<file path="src/design/fetch_pkg.sv">
`default_nettype none

package fetch_pkg;

    // One line holds four instruction words
    localparam int LINE_BITS  = 128;
    localparam int LINE_COUNT = 16;

    // Exception codes, shared by the fetch output and the ROB input
    localparam logic [2:0] EXC_NONE      = 3'd0;
    localparam logic [2:0] EXC_ITLB_MISS = 3'd3;

    // Privileged register indices
    localparam logic [2:0] PRIV_HANDLER    = 3'd0;
    localparam logic [2:0] PRIV_FAULT_PC   = 3'd1;
    localparam logic [2:0] PRIV_FAULT_ADDR = 3'd2;
    localparam logic [2:0] PRIV_CAUSE      = 3'd3;
    localparam logic [2:0] PRIV_STATUS     = 3'd4;

    // Fetch address, raw or split for the direct-mapped cache
    // 24-bit tag, 4-bit line index, 4-bit byte offset
    typedef union packed {
        logic [31:0] raw;
        struct packed {
            logic [23:0] tag;
            logic [3:0]  index;
            logic [3:0]  offset;
        } fields;
    } fetch_addr_u;

endpackage

`default_nettype wire

</file>
<file path="src/design/icache.sv">
`timescale 1ns/1ps
`default_nettype none

module icache (
    input  logic                            clk,
    input  logic                            reset,
    input  logic                            tlb_hit,
    input  logic [31:0]                     addr,
    input  logic [fetch_pkg::LINE_BITS-1:0] mem_read_data,
    input  logic                            mem_ready,
    output logic [31:0]                     read_data,
    output logic                            busy,
    output logic                            mem_read_en,
    output logic [31:0]                     mem_addr
);

    logic [fetch_pkg::LINE_COUNT-1:0] line_valid;
    logic [23:0]                      line_tag  [fetch_pkg::LINE_COUNT];
    logic [fetch_pkg::LINE_BITS-1:0]  line_data [fetch_pkg::LINE_COUNT];

    fetch_pkg::fetch_addr_u           lookup;
    fetch_pkg::fetch_addr_u           fill;
    logic                             fill_pending;

    logic [fetch_pkg::LINE_BITS-1:0]  hit_line;
    logic [1:0]                       word_sel;
    logic                             tag_match;
    logic                             miss;

    assign lookup.raw = addr;

    // Direct-mapped probe
    assign hit_line  = line_data[lookup.fields.index];
    assign tag_match = line_valid[lookup.fields.index]
                    && (line_tag[lookup.fields.index] == lookup.fields.tag);

    // No access at all when translation failed
    assign miss = tlb_hit && !tag_match;

    // Word k of the line sits at bits 32k and up
    assign word_sel  = lookup.fields.offset[3:2];
    assign read_data = tag_match ? hit_line[word_sel*32 +: 32] : 32'h0;

    // Busy through the mem_ready cycle, even if fetch was redirected
    assign busy = miss || fill_pending;

    assign mem_read_en = fill_pending;
    assign mem_addr    = fill.raw;

    always_ff @(posedge clk or posedge reset) begin
        if (reset) begin
            fill_pending <= 1'b0;
            line_valid   <= '0;
        end else if (fill_pending) begin
            if (mem_ready) begin
                fill_pending                  <= 1'b0;
                line_valid[fill.fields.index] <= 1'b1;
            end
        end else if (miss) begin
            // Request goes out the cycle after detection
            fill_pending <= 1'b1;
        end
    end

    always_ff @(posedge clk) begin
        // Line address, held while the request is open
        if (!fill_pending && miss) begin
            fill.fields.tag    <= lookup.fields.tag;
            fill.fields.index  <= lookup.fields.index;
            fill.fields.offset <= 4'h0;
        end
        if (fill_pending && mem_ready) begin
            line_tag[fill.fields.index]  <= fill.fields.tag;
            line_data[fill.fields.index] <= mem_read_data;
        end
    end

endmodule

`default_nettype wire

</file>
<file path="src/design/itlb.sv">
`timescale 1ns/1ps
`default_nettype none

module itlb #(
    parameter int TLB_ENTRIES = 4
) (
    input  logic        clk,
    input  logic        reset,
    input  logic        supervisor_mode,
    input  logic [31:0] virtual_address,
    input  logic        write_en,
    input  logic [31:0] write_vaddr,
    input  logic [31:0] write_paddr,
    output logic [31:0] physical_address,
    output logic        tlb_hit
);

    localparam int PTR_BITS = (TLB_ENTRIES > 1) ? $clog2(TLB_ENTRIES) : 1;

    logic [TLB_ENTRIES-1:0] entry_valid;
    logic [19:0]            entry_vpn [TLB_ENTRIES];
    logic [19:0]            entry_ppn [TLB_ENTRIES];
    logic [PTR_BITS-1:0]    victim_ptr;

    logic                   lookup_hit;
    logic [19:0]            lookup_ppn;
    logic                   refill_hit;
    logic [PTR_BITS-1:0]    refill_idx;
    logic [PTR_BITS-1:0]    write_slot;

    // Fully associative lookup on the 20-bit page number
    always_comb begin
        lookup_hit = 1'b0;
        lookup_ppn = 20'h0;
        for (int i = 0; i < TLB_ENTRIES; i++) begin
            if (entry_valid[i] && (entry_vpn[i] == virtual_address[31:12])) begin
                lookup_hit = 1'b1;
                lookup_ppn = entry_ppn[i];
            end
        end
    end

    // Supervisor fetches map identity
    assign tlb_hit = supervisor_mode || lookup_hit;
    assign physical_address = supervisor_mode ? virtual_address
                                              : {lookup_ppn, virtual_address[11:0]};

    // A refill of a page already held rewrites that entry
    always_comb begin
        refill_hit = 1'b0;
        refill_idx = '0;
        for (int i = 0; i < TLB_ENTRIES; i++) begin
            if (entry_valid[i] && (entry_vpn[i] == write_vaddr[31:12])) begin
                refill_hit = 1'b1;
                refill_idx = PTR_BITS'(i);
            end
        end
    end

    assign write_slot = refill_hit ? refill_idx : victim_ptr;

    always_ff @(posedge clk or posedge reset) begin
        if (reset) begin
            entry_valid <= '0;
            victim_ptr  <= '0;
        end else if (write_en) begin
            entry_valid[write_slot] <= 1'b1;
            // Round-robin replacement on new pages only
            if (!refill_hit) begin
                if (victim_ptr == PTR_BITS'(TLB_ENTRIES - 1)) begin
                    victim_ptr <= '0;
                end else begin
                    victim_ptr <= victim_ptr + PTR_BITS'(1);
                end
            end
        end
    end

    always_ff @(posedge clk) begin
        if (write_en) begin
            entry_vpn[write_slot] <= write_vaddr[31:12];
            entry_ppn[write_slot] <= write_paddr[31:12];
        end
    end

endmodule

`default_nettype wire

</file>
<file path="src/design/privileged_regs.sv">
`timescale 1ns/1ps
`default_nettype none

module privileged_regs (
    input  logic        clk,
    input  logic        reset,
    input  logic [2:0]  priv_idx,
    input  logic        write_en,
    input  logic [31:0] write_data,
    input  logic [2:0]  exception_vector,
    input  logic [31:0] fault_pc,
    input  logic [31:0] fault_addr,
    output logic [31:0] new_address,
    output logic        overwrite_pc,
    output logic        supervisor_mode
);

    // Eight slots addressed by the 3-bit index, upper ones are scratch
    logic [31:0] priv_file [0:7];
    logic        exception_taken;
    logic [31:0] status_now;

    assign exception_taken = (exception_vector != fetch_pkg::EXC_NONE);
    assign status_now      = priv_file[fetch_pkg::PRIV_STATUS];

    // Redirect in the same cycle as the exception
    assign overwrite_pc    = exception_taken;
    assign new_address     = priv_file[fetch_pkg::PRIV_HANDLER];

    // Status bit 0 is the current mode
    assign supervisor_mode = status_now[0];

    always_ff @(posedge clk or posedge reset) begin
        if (reset) begin
            for (int i = 0; i < 8; i++) begin
                priv_file[i] <= 32'h0;
            end
            // Come out of reset in supervisor mode
            priv_file[fetch_pkg::PRIV_STATUS] <= 32'h1;
        end else if (exception_taken) begin
            priv_file[fetch_pkg::PRIV_FAULT_PC]   <= fault_pc;
            priv_file[fetch_pkg::PRIV_FAULT_ADDR] <= fault_addr;
            priv_file[fetch_pkg::PRIV_CAUSE]      <= {29'b0, exception_vector};
            // Bit 1 keeps the mode the trap came from
            priv_file[fetch_pkg::PRIV_STATUS] <= {status_now[31:2], status_now[0], 1'b1};
        end else if (write_en) begin
            // Clearing status bit 0 drops to user mode
            priv_file[priv_idx] <= write_data;
        end
    end

endmodule

`default_nettype wire

</file>
<file path="src/design/stage_fetch.sv">
`timescale 1ns/1ps
`default_nettype none

module stage_fetch #(
    parameter logic [31:0] INIT_ADDR   = 32'h1000,
    parameter int          TLB_ENTRIES = 4
) (
    input  logic                            clk,
    input  logic                            reset,

    input  logic                            branch_taken,
    input  logic [31:0]                     new_pc,
    input  logic                            pc_write_disable,
    input  logic                            d_cache_stall,

    input  logic [fetch_pkg::LINE_BITS-1:0] mem_read_data,
    input  logic                            mem_ready,

    input  logic [2:0]                      rob_exception_vector,
    input  logic [31:0]                     rob_fault_pc,
    input  logic [31:0]                     rob_fault_addr,

    input  logic                            priv_write_en,
    input  logic [2:0]                      priv_idx,
    input  logic [31:0]                     priv_write_data,

    input  logic                            itlb_write_en,
    input  logic [31:0]                     itlb_write_vaddr,
    input  logic [31:0]                     itlb_write_paddr,

    output logic [31:0]                     pc_out,
    output logic [31:0]                     instruction,
    output logic                            stall,
    output logic                            mem_read_en,
    output logic [31:0]                     mem_addr,
    output logic [2:0]                      fetch_exception
);

    logic [31:0] pc;
    logic [31:0] next_pc;
    logic        pc_hold;

    logic        supervisor_mode;
    logic        overwrite_pc;
    logic [31:0] handler_addr;
    logic [31:0] physical_address;
    logic        tlb_hit;
    logic [31:0] cache_word;

    assign pc_out  = pc;
    assign pc_hold = pc_write_disable || d_cache_stall;

    // Branch first, then trap redirect, then sequential
    always_comb begin
        if (branch_taken) begin
            next_pc = new_pc;
        end else if (overwrite_pc) begin
            next_pc = handler_addr;
        end else if (!stall) begin
            next_pc = pc + 32'd4;
        end else begin
            next_pc = pc;
        end
    end

    always_ff @(posedge clk or posedge reset) begin
        if (reset) begin
            pc <= INIT_ADDR;
        end else if (!pc_hold) begin
            pc <= next_pc;
        end
    end

    // Untranslated fetch gives no instruction
    assign instruction     = tlb_hit ? cache_word : 32'h0;
    assign fetch_exception = tlb_hit ? fetch_pkg::EXC_NONE : fetch_pkg::EXC_ITLB_MISS;

    privileged_regs u_privileged_regs (
        .clk              (clk),
        .reset            (reset),
        .priv_idx         (priv_idx),
        .write_en         (priv_write_en),
        .write_data       (priv_write_data),
        .exception_vector (rob_exception_vector),
        .fault_pc         (rob_fault_pc),
        .fault_addr       (rob_fault_addr),
        .new_address      (handler_addr),
        .overwrite_pc     (overwrite_pc),
        .supervisor_mode  (supervisor_mode)
    );

    itlb #(
        .TLB_ENTRIES (TLB_ENTRIES)
    ) u_itlb (
        .clk              (clk),
        .reset            (reset),
        .supervisor_mode  (supervisor_mode),
        .virtual_address  (pc),
        .write_en         (itlb_write_en),
        .write_vaddr      (itlb_write_vaddr),
        .write_paddr      (itlb_write_paddr),
        .physical_address (physical_address),
        .tlb_hit          (tlb_hit)
    );

    icache u_icache (
        .clk           (clk),
        .reset         (reset),
        .tlb_hit       (tlb_hit),
        .addr          (physical_address),
        .mem_read_data (mem_read_data),
        .mem_ready     (mem_ready),
        .read_data     (cache_word),
        .busy          (stall),
        .mem_read_en   (mem_read_en),
        .mem_addr      (mem_addr)
    );

endmodule

`default_nettype wire

</file>
<file path="config.mk">
export PLATFORM = sky130hd
export DESIGN_NAME = stage_fetch
export DESIGN_NICKNAME = d
export VERILOG_FILES = /design/src/design/fetch_pkg.sv /design/src/design/icache.sv /design/src/design/itlb.sv /design/src/design/privileged_regs.sv /design/src/design/stage_fetch.sv
export SDC_FILE = /design/constraint.sdc
export NUM_CORES = 2
export LEC_CHECK = 0
export ABC_CLOCK_PERIOD_IN_PS = 11800
export BUFFER_PORTS_ARGS = -buffer_cell sky130_fd_sc_hd__buf_2
export CAP_MARGIN = 40
export CORE_ASPECT_RATIO = 0.75
export CORE_UTILIZATION = 58
export CTS_BUF_LIST = sky130_fd_sc_hd__clkbuf_8
export DETAILED_ROUTE_END_ITERATION = 8
export PLACE_DENSITY = 0.83
export REMOVE_ABC_BUFFERS = 1
export SLEW_MARGIN = 20
export SYNTH_ARGS = -nofsm -noshare
export SYNTH_HDL_FRONTEND = slang
export SYNTH_HIERARCHICAL = 1
export SYNTH_SLANG_ARGS = --single-unit
</file>
<file path="constraint.sdc">
create_clock -name clk -period 11.8 [get_ports clk]
set_clock_uncertainty 0.1 [all_clocks]
set_input_delay 1.18 -clock clk [delete_from_list [all_inputs] [get_ports clk]]
set_output_delay 1.18 -clock clk [all_outputs]
set_load 0.005 [all_outputs]
</file>
### Word level (Yosys, flattened, before mapping)

Memory sizes are Yosys's and may differ from the RTL's.
Index checks and enable logic that the tools add are counted.

| storage, ports and cells | value |
|---|---|
| word-level logic and storage cells | 114 |
| memories | 4 |
| memory bits (writable) | 2592 |
| register bits | 339 |

| operators by class | value |
|---|---|
| multiplexer cells | 42 |
| shift operators | 1 |
| order comparisons | 7 |
| eq/ne operators | 11 |
| add/subtract/negate cells | 2 |
| bitwise gates (word level) | 6 |
| reduce and logical (&&, ||, !) cells | 26 |

Memories:

| name | depth | bits a word | read ports | clocked after memory_dff | write ports | RTL line | RTL |
|---|---|---|---|---|---|---|---|
| u_icache.line_data | 16 | 128 | 1 | 0 | 1 | icache.sv:19 | `logic [fetch_pkg::LINE_BITS-1:0] line_data [fetch_pkg::LINE_COUNT];` |
| u_icache.line_tag | 16 | 24 | 1 | 0 | 1 | icache.sv:18 | `logic [23:0] line_tag [fetch_pkg::LINE_COUNT];` |
| u_itlb.entry_ppn | 4 | 20 | 4 | 0 | 1 | itlb.sv:22 | `logic [19:0] entry_ppn [TLB_ENTRIES];` |
| u_itlb.entry_vpn | 4 | 20 | 4 | 0 | 1 | itlb.sv:21 | `logic [19:0] entry_vpn [TLB_ENTRIES];` |

Operators with widths:

| kind | number |
|---|---|
| bitwise mux 256 bit | 1 |
| two-way mux 224 bit | 1 |
| two-way mux 32 bit | 7 |
| == test 20 bit | 8 |
| two-way mux 128 bit | 1 |
| variable part select 128 x 8 -> 32 bit | 1 |
| demux 32 bit (select 3 bit) | 1 |
| two-way mux 20 bit | 4 |
| adder 32 x 3 -> 32 bit (second input constant) | 1 |
| == test 24 bit | 1 |
| two-way mux 1 bit | 19 |
| bitwise OR 16 bit | 1 |
| logical AND 1 bit | 15 |
| less-than comparator 4 x 5 -> 1 bit (second input constant) | 2 |
| two-way mux 2 bit | 5 |
| AND reduction 2 bit | 4 |
| binary-select mux 1 bit (select 4 bit) | 1 |
| demux 1 bit (select 4 bit) | 1 |
| greater-or-equal comparator 4 x 1 -> 1 bit (second input constant) | 1 |
| greater-or-equal comparator 4 bit (second input constant) | 1 |
| less-than comparator 4 x 1 -> 1 bit (second input constant) | 1 |
| NOT 3 -> 4 bit | 1 |
| bitwise OR 4 bit | 1 |
| logical OR 1 bit | 3 |
| other kinds (10) | 13 |

### Longest topological paths before layout

An unclocked memory read counts as a cell.

| logic depth | value |
|---|---|
| word-level depth | 17 |
| mapped depth | 24 |
| mapped depth without buffers | 20 |

### Hierarchy

Netlist, hierarchy kept.

By module, submodules not included:

| module | area an instance (um^2) | times used | sequential area each (um^2) | cells an instance |
|---|---|---|---|---|
| icache | 94677.1 | 1 | 74296.3 | 3822 |
| itlb | 8130.3 | 1 | 4954.8 | 620 |
| stage_fetch | 2555.0 | 1 | 802.0 | 326 |
| privileged_regs | 1430.1 | 1 | 827.0 | 76 |

### Worst setup path after synthesis

No wires, ideal clock.

| timing path | value |
|---|---|
| kind | input to register |
| start point | input port mem_ready |
| end point | register u_icache/line_valid[0] (netlist name) |
| stages | 4 |
| buffers on the path | 0 |
| path slack | -1.256 ns |
| arrival | 12.825 ns |
| cells stage by stage | nand2_1 > or3_1 > nor3_1 > or2_2 |

| on the way | value |
|---|---|
| word-level cells in the longest chain between the ends | 1 |

Ends and longest elaborated chain:

| what | RTL line | RTL |
|---|---|---|
| start, declared | stage_fetch.sv:17 | `input logic mem_ready,` |
| AND reduction 2 bit (no source line) | - |  |
| end signal, assigned | icache.sv:53 | `line_valid <= '0;` |
| end signal, assigned by index | icache.sv:57 | `line_valid[fill.fields.index] <= 1'b1;` |
| end, declared | icache.sv:17 | `logic [fetch_pkg::LINE_COUNT-1:0] line_valid;` |

Every way passes these cells.
A chain may end at the register's enable or synchronous reset.

### Worst setup path after layout

| timing path | value |
|---|---|
| start point | register pc[21], in the netlist pc_out[21] |
| end point | output port instruction[16] |

| on the way | value |
|---|---|
| word-level cells in the longest chain between the ends | 11 |
| elaborated cells between the ends (all ways) | 22 |

Ends and longest elaborated chain:

| what | RTL line | RTL |
|---|---|---|
| start, declared | stage_fetch.sv:39 | `logic [31:0] pc;` |
| start signal, assigned | stage_fetch.sv:70 | `pc <= next_pc;` |
| == test 20 bit | itlb.sv:36 | `if (entry_valid[i] && (entry_vpn[i] == virtual_address[31:12])) begin` |
| logical AND 1 bit | itlb.sv:36 |  |
| two-way mux 20 bit (3 in series) | itlb.sv:36 |  |
| two-way mux 20 bit (*) | itlb.sv:36 |  |
| two-way mux 32 bit (*) | itlb.sv:45 | `assign physical_address = supervisor_mode ? virtual_address` |
| via physical_address[26] | stage_fetch.sv:46 | `logic [31:0] physical_address;` |
| == test 24 bit (*) | icache.sv:35 | `&& (line_tag[lookup.fields.index] == lookup.fields.tag);` |
| logical AND 1 bit (*) | icache.sv:35 |  |
| two-way mux 32 bit (*) | icache.sv:42 | `assign read_data = tag_match ? hit_line[word_sel*32 +: 32] : 32'h0;` |
| via cache_word[16] | stage_fetch.sv:48 | `logic [31:0] cache_word;` |
| two-way mux 32 bit (*) | stage_fetch.sv:75 | `assign instruction = tlb_hit ? cache_word : 32'h0;` |
| end, declared | stage_fetch.sv:32 | `output logic [31:0] instruction,` |

The timed path passes the listed nets; every way through them passes the cells marked *.

==> metrics.md <==
| Metric | Value |
|---|---|
| Crit. End Element | `output pin` |
| Post-CTS sizing | `0` |
| Worst reg2reg path depth | `18` |
| CP arrival | `approximately 7.4 ns` |
| Final WS setup | `~3.1 ns` |
| Leak Pwr | `38.06 nW` |
| Met3 usage | `0.05597` |
| Area of the core | `~180000 sq um` |
| Die Y | `around 370 um` |
| I/O pins | `between 400 and 500` |
| First-pass GRT wire length | `around 370 mm` |
| Post-Syn Instances | `between 4000 and 5000` |
| Sink Count | `between 2000 and 3000` |
| TNS Setup | `0 ns` |
| Achievable frequency | `between 0.1 and 0.15 GHz` |
| Clock Path Buffers | `4` |
| Average size of a mapped cell | `around 22 sq um` |
| Post-cts hold buffer count | `0` |
| Grt met2 use | `0.4336` |
| Max incr delay on CP | `0.81 ns` |
| Critical R2R Capture | `pc_out[6]` |
| Crit path max fanout | `22` |
| TritonRoute pass-1 iters | `6` |
| GRT busiest layer | `met2` |
| Die W | `497.4 um` |
| Cell family with most CP delay | `simple AND/OR/NAND/NOR gates` |
| Gr usage total | `0.2725` |
| Worst setup SP type | `flop` |
| Met1 GRT Util | `0.3794` |
| Nets | `between 5000 and 6000` |
| Num CTS Buffers | `slightly below 400` |
| Fraction of layout cells with a size suffix above 1 | `0.3142` |
| TritonCTS clock tree | `done` |
| Placed cell area | `111800 sq um` |
| Number of global-route vias before repair | `54564` |
| Worst vdd ir | `0.1164 mV` |
| Mapped Area | `approximately 110000 sq um` |
| Tcrit/Tclk final | `0.7377` |
| Pre-CTS setup slack | `just under 4 ns` |
| GR Overflow Total | `0` |
| Via density | `~6.6` |
| Worst Path Required | `~11 ns` |
| Min-delay worst type | `in -> async` |
| Detailed Route Iter0 Violations | `approximately 6600` |
| Postcts setup bufs | `0` |
| H-tree Lvls | `5` |
| Slew @ Worst Pin | `about 1.1 ns` |
| # setup viols final | `0` |
| YS warnings | `6` |
| Max Cap Viol | `0` |
| Post-route ant nets | `0` |
| Commonest non-fill, non-tap cell in the layout | `edfxtp_1` |
| Die area | `185800 sq um` |
| Initial antenna violation count | `a little over 60` |
| Worst R2R Start | `pc_out[21]` |
| Port Buffers | `between 300 and 400` |
| Largest net degree at the start of global routing | `160` |
| CP Cell Sequence | `xor2_1 -> nor4_1 -> nand4_1 -> nor4_4 -> buf_4 -> nand3_1 -> o211a_1 -> o31ai_1 -> o221ai_1 -> a211oi_1 -> nand4_1 -> or4_4 -> buf_16 -> a211oi_1 -> and2_1 -> buf_2` |
| Worst skew pair latency | `1.06 ns` |
| Root Buffer | `clkbuf_8` |
| RSZ-0062 raised after global routing | `false` |
| Hpwl dp | `roughly 140 mm` |
| Min Hold Slack | `0.1083 ns` |
| Setup CP Type | `reg -> out` |
| GPL Wtd Cong | `0.8876` |
| Initial Util | `0.5875` |
| Status | `finished, final reports clean` |
| Drt total wl | `254.5 mm` |
| CTS clk-pin slew, worst paths | `about 0.070 ns` |
| Most frequent cells in the layout | `edfxtp_1, mux4_2, clkbuf_8, buf_2, inv_1` |
| R2R setup slack | `around 4.7 ns` |
| Final instance area | `118900 sq um` |
| Site Rows | `between 100 and 150` |
| CP Buf/Inv Count | `3` |
| CP max-delay cell | `or4_4` |
| Vias | `about 54000` |
| Power per Cell Area | `~170 nW/um^2` |
| Final Slew Violations | `0` |
| Core Util, Final | `0.6541` |
| WL/cell | `31.27 um` |
| Tmin final | `~8.7 ns` |
| Drc violations | `0` |
| Fillers | `~11000` |
| Worst slew margin | `0.2578` |
| Final hold vios | `0` |
| Synthesis-to-finish area growth | `11.33%` |
## worst reg2reg max path: stages, from the launching register on
cell	delay [ns]
dfrtp_1	0.74
xor2_1	0.14
nor4_1	0.51
nand4_1	0.31
nor4_4	0.27
buf_4	0.33
nand3_1	0.15
o211a_1	0.15
o31ai_1	0.80
o221ai_1	0.41
a211oi_1	0.40
nand4_1	0.31
o41ai_1	0.46
clkdlybuf4s15_2	0.31
nand2b_1	0.27
a21oi_1	0.77
buf_4	0.30
nand2_1	0.06
a22o_1	0.22
## worst max path at each step
stage                    start         endpoint  slack [ns]  depth (start not counted)
detailed placement  pc_out[26]  instruction[18]        3.85                         14
finish              pc_out[21]  instruction[16]        3.10                         16
global placement    pc_out[26]  instruction[18]        3.82                         14
floorplan            pc_out[4]        pc_out[5]      -15.99                         12
global route        pc_out[28]  instruction[16]        2.88                         18
CTS                 pc_out[26]  instruction[18]        2.71                         14
## power breakdown
part / internal (mW) / switching (mW)
Combinational: 0.970 / 1.15
Clock: 3.36 / 3.44
Sequential: 10.9 / 0.230
## metal layers
metal,vias to the layer above,routed length (um)
met5,-,195
met4,34,7588
met3,507,27670
met2,3568,125200
met1,27938,93860
li1,21541,-
## per-stage QoR
step                      std cells  total power [mW]
after floorplan                4564             13.56
after global placement         7392             13.26
after detailed placement       7423             13.38
after CTS                      8105             20.07
after global routing           8134             20.61
final                          8140             20.01
## state kept, by name, summed over array words and instances, names as in the netlist
register and cells:
u_itlb/entry_vpn 80, u_icache/line_tag 384, u_icache/line_data 2048, u_itlb/entry_valid 4, u_privileged_regs/new_address 32, u_icache/line_valid 16
u_itlb/entry_ppn 80, pc_out 32, u_icache/mem_read_en 1, u_itlb/victim_ptr 2, u_icache/mem_addr 28, u_privileged_regs/status_now 1
## final cells by class
class,count,area [sq um],area share
Timing Repair Buffer,467,3438,0.02892
Tap cell,2397,2999,0.02523
Multi-Input combinational cell,1800,24300,0.2044
Clock buffer,403,5547,0.04666
Antenna cell,30,75.07,0.0006315
Clock inverter,279,1394,0.01173
Inverter,56,217.7,0.001831
Sequential cell,2708,80900,0.6806
(Power assumes the default switching activity.)
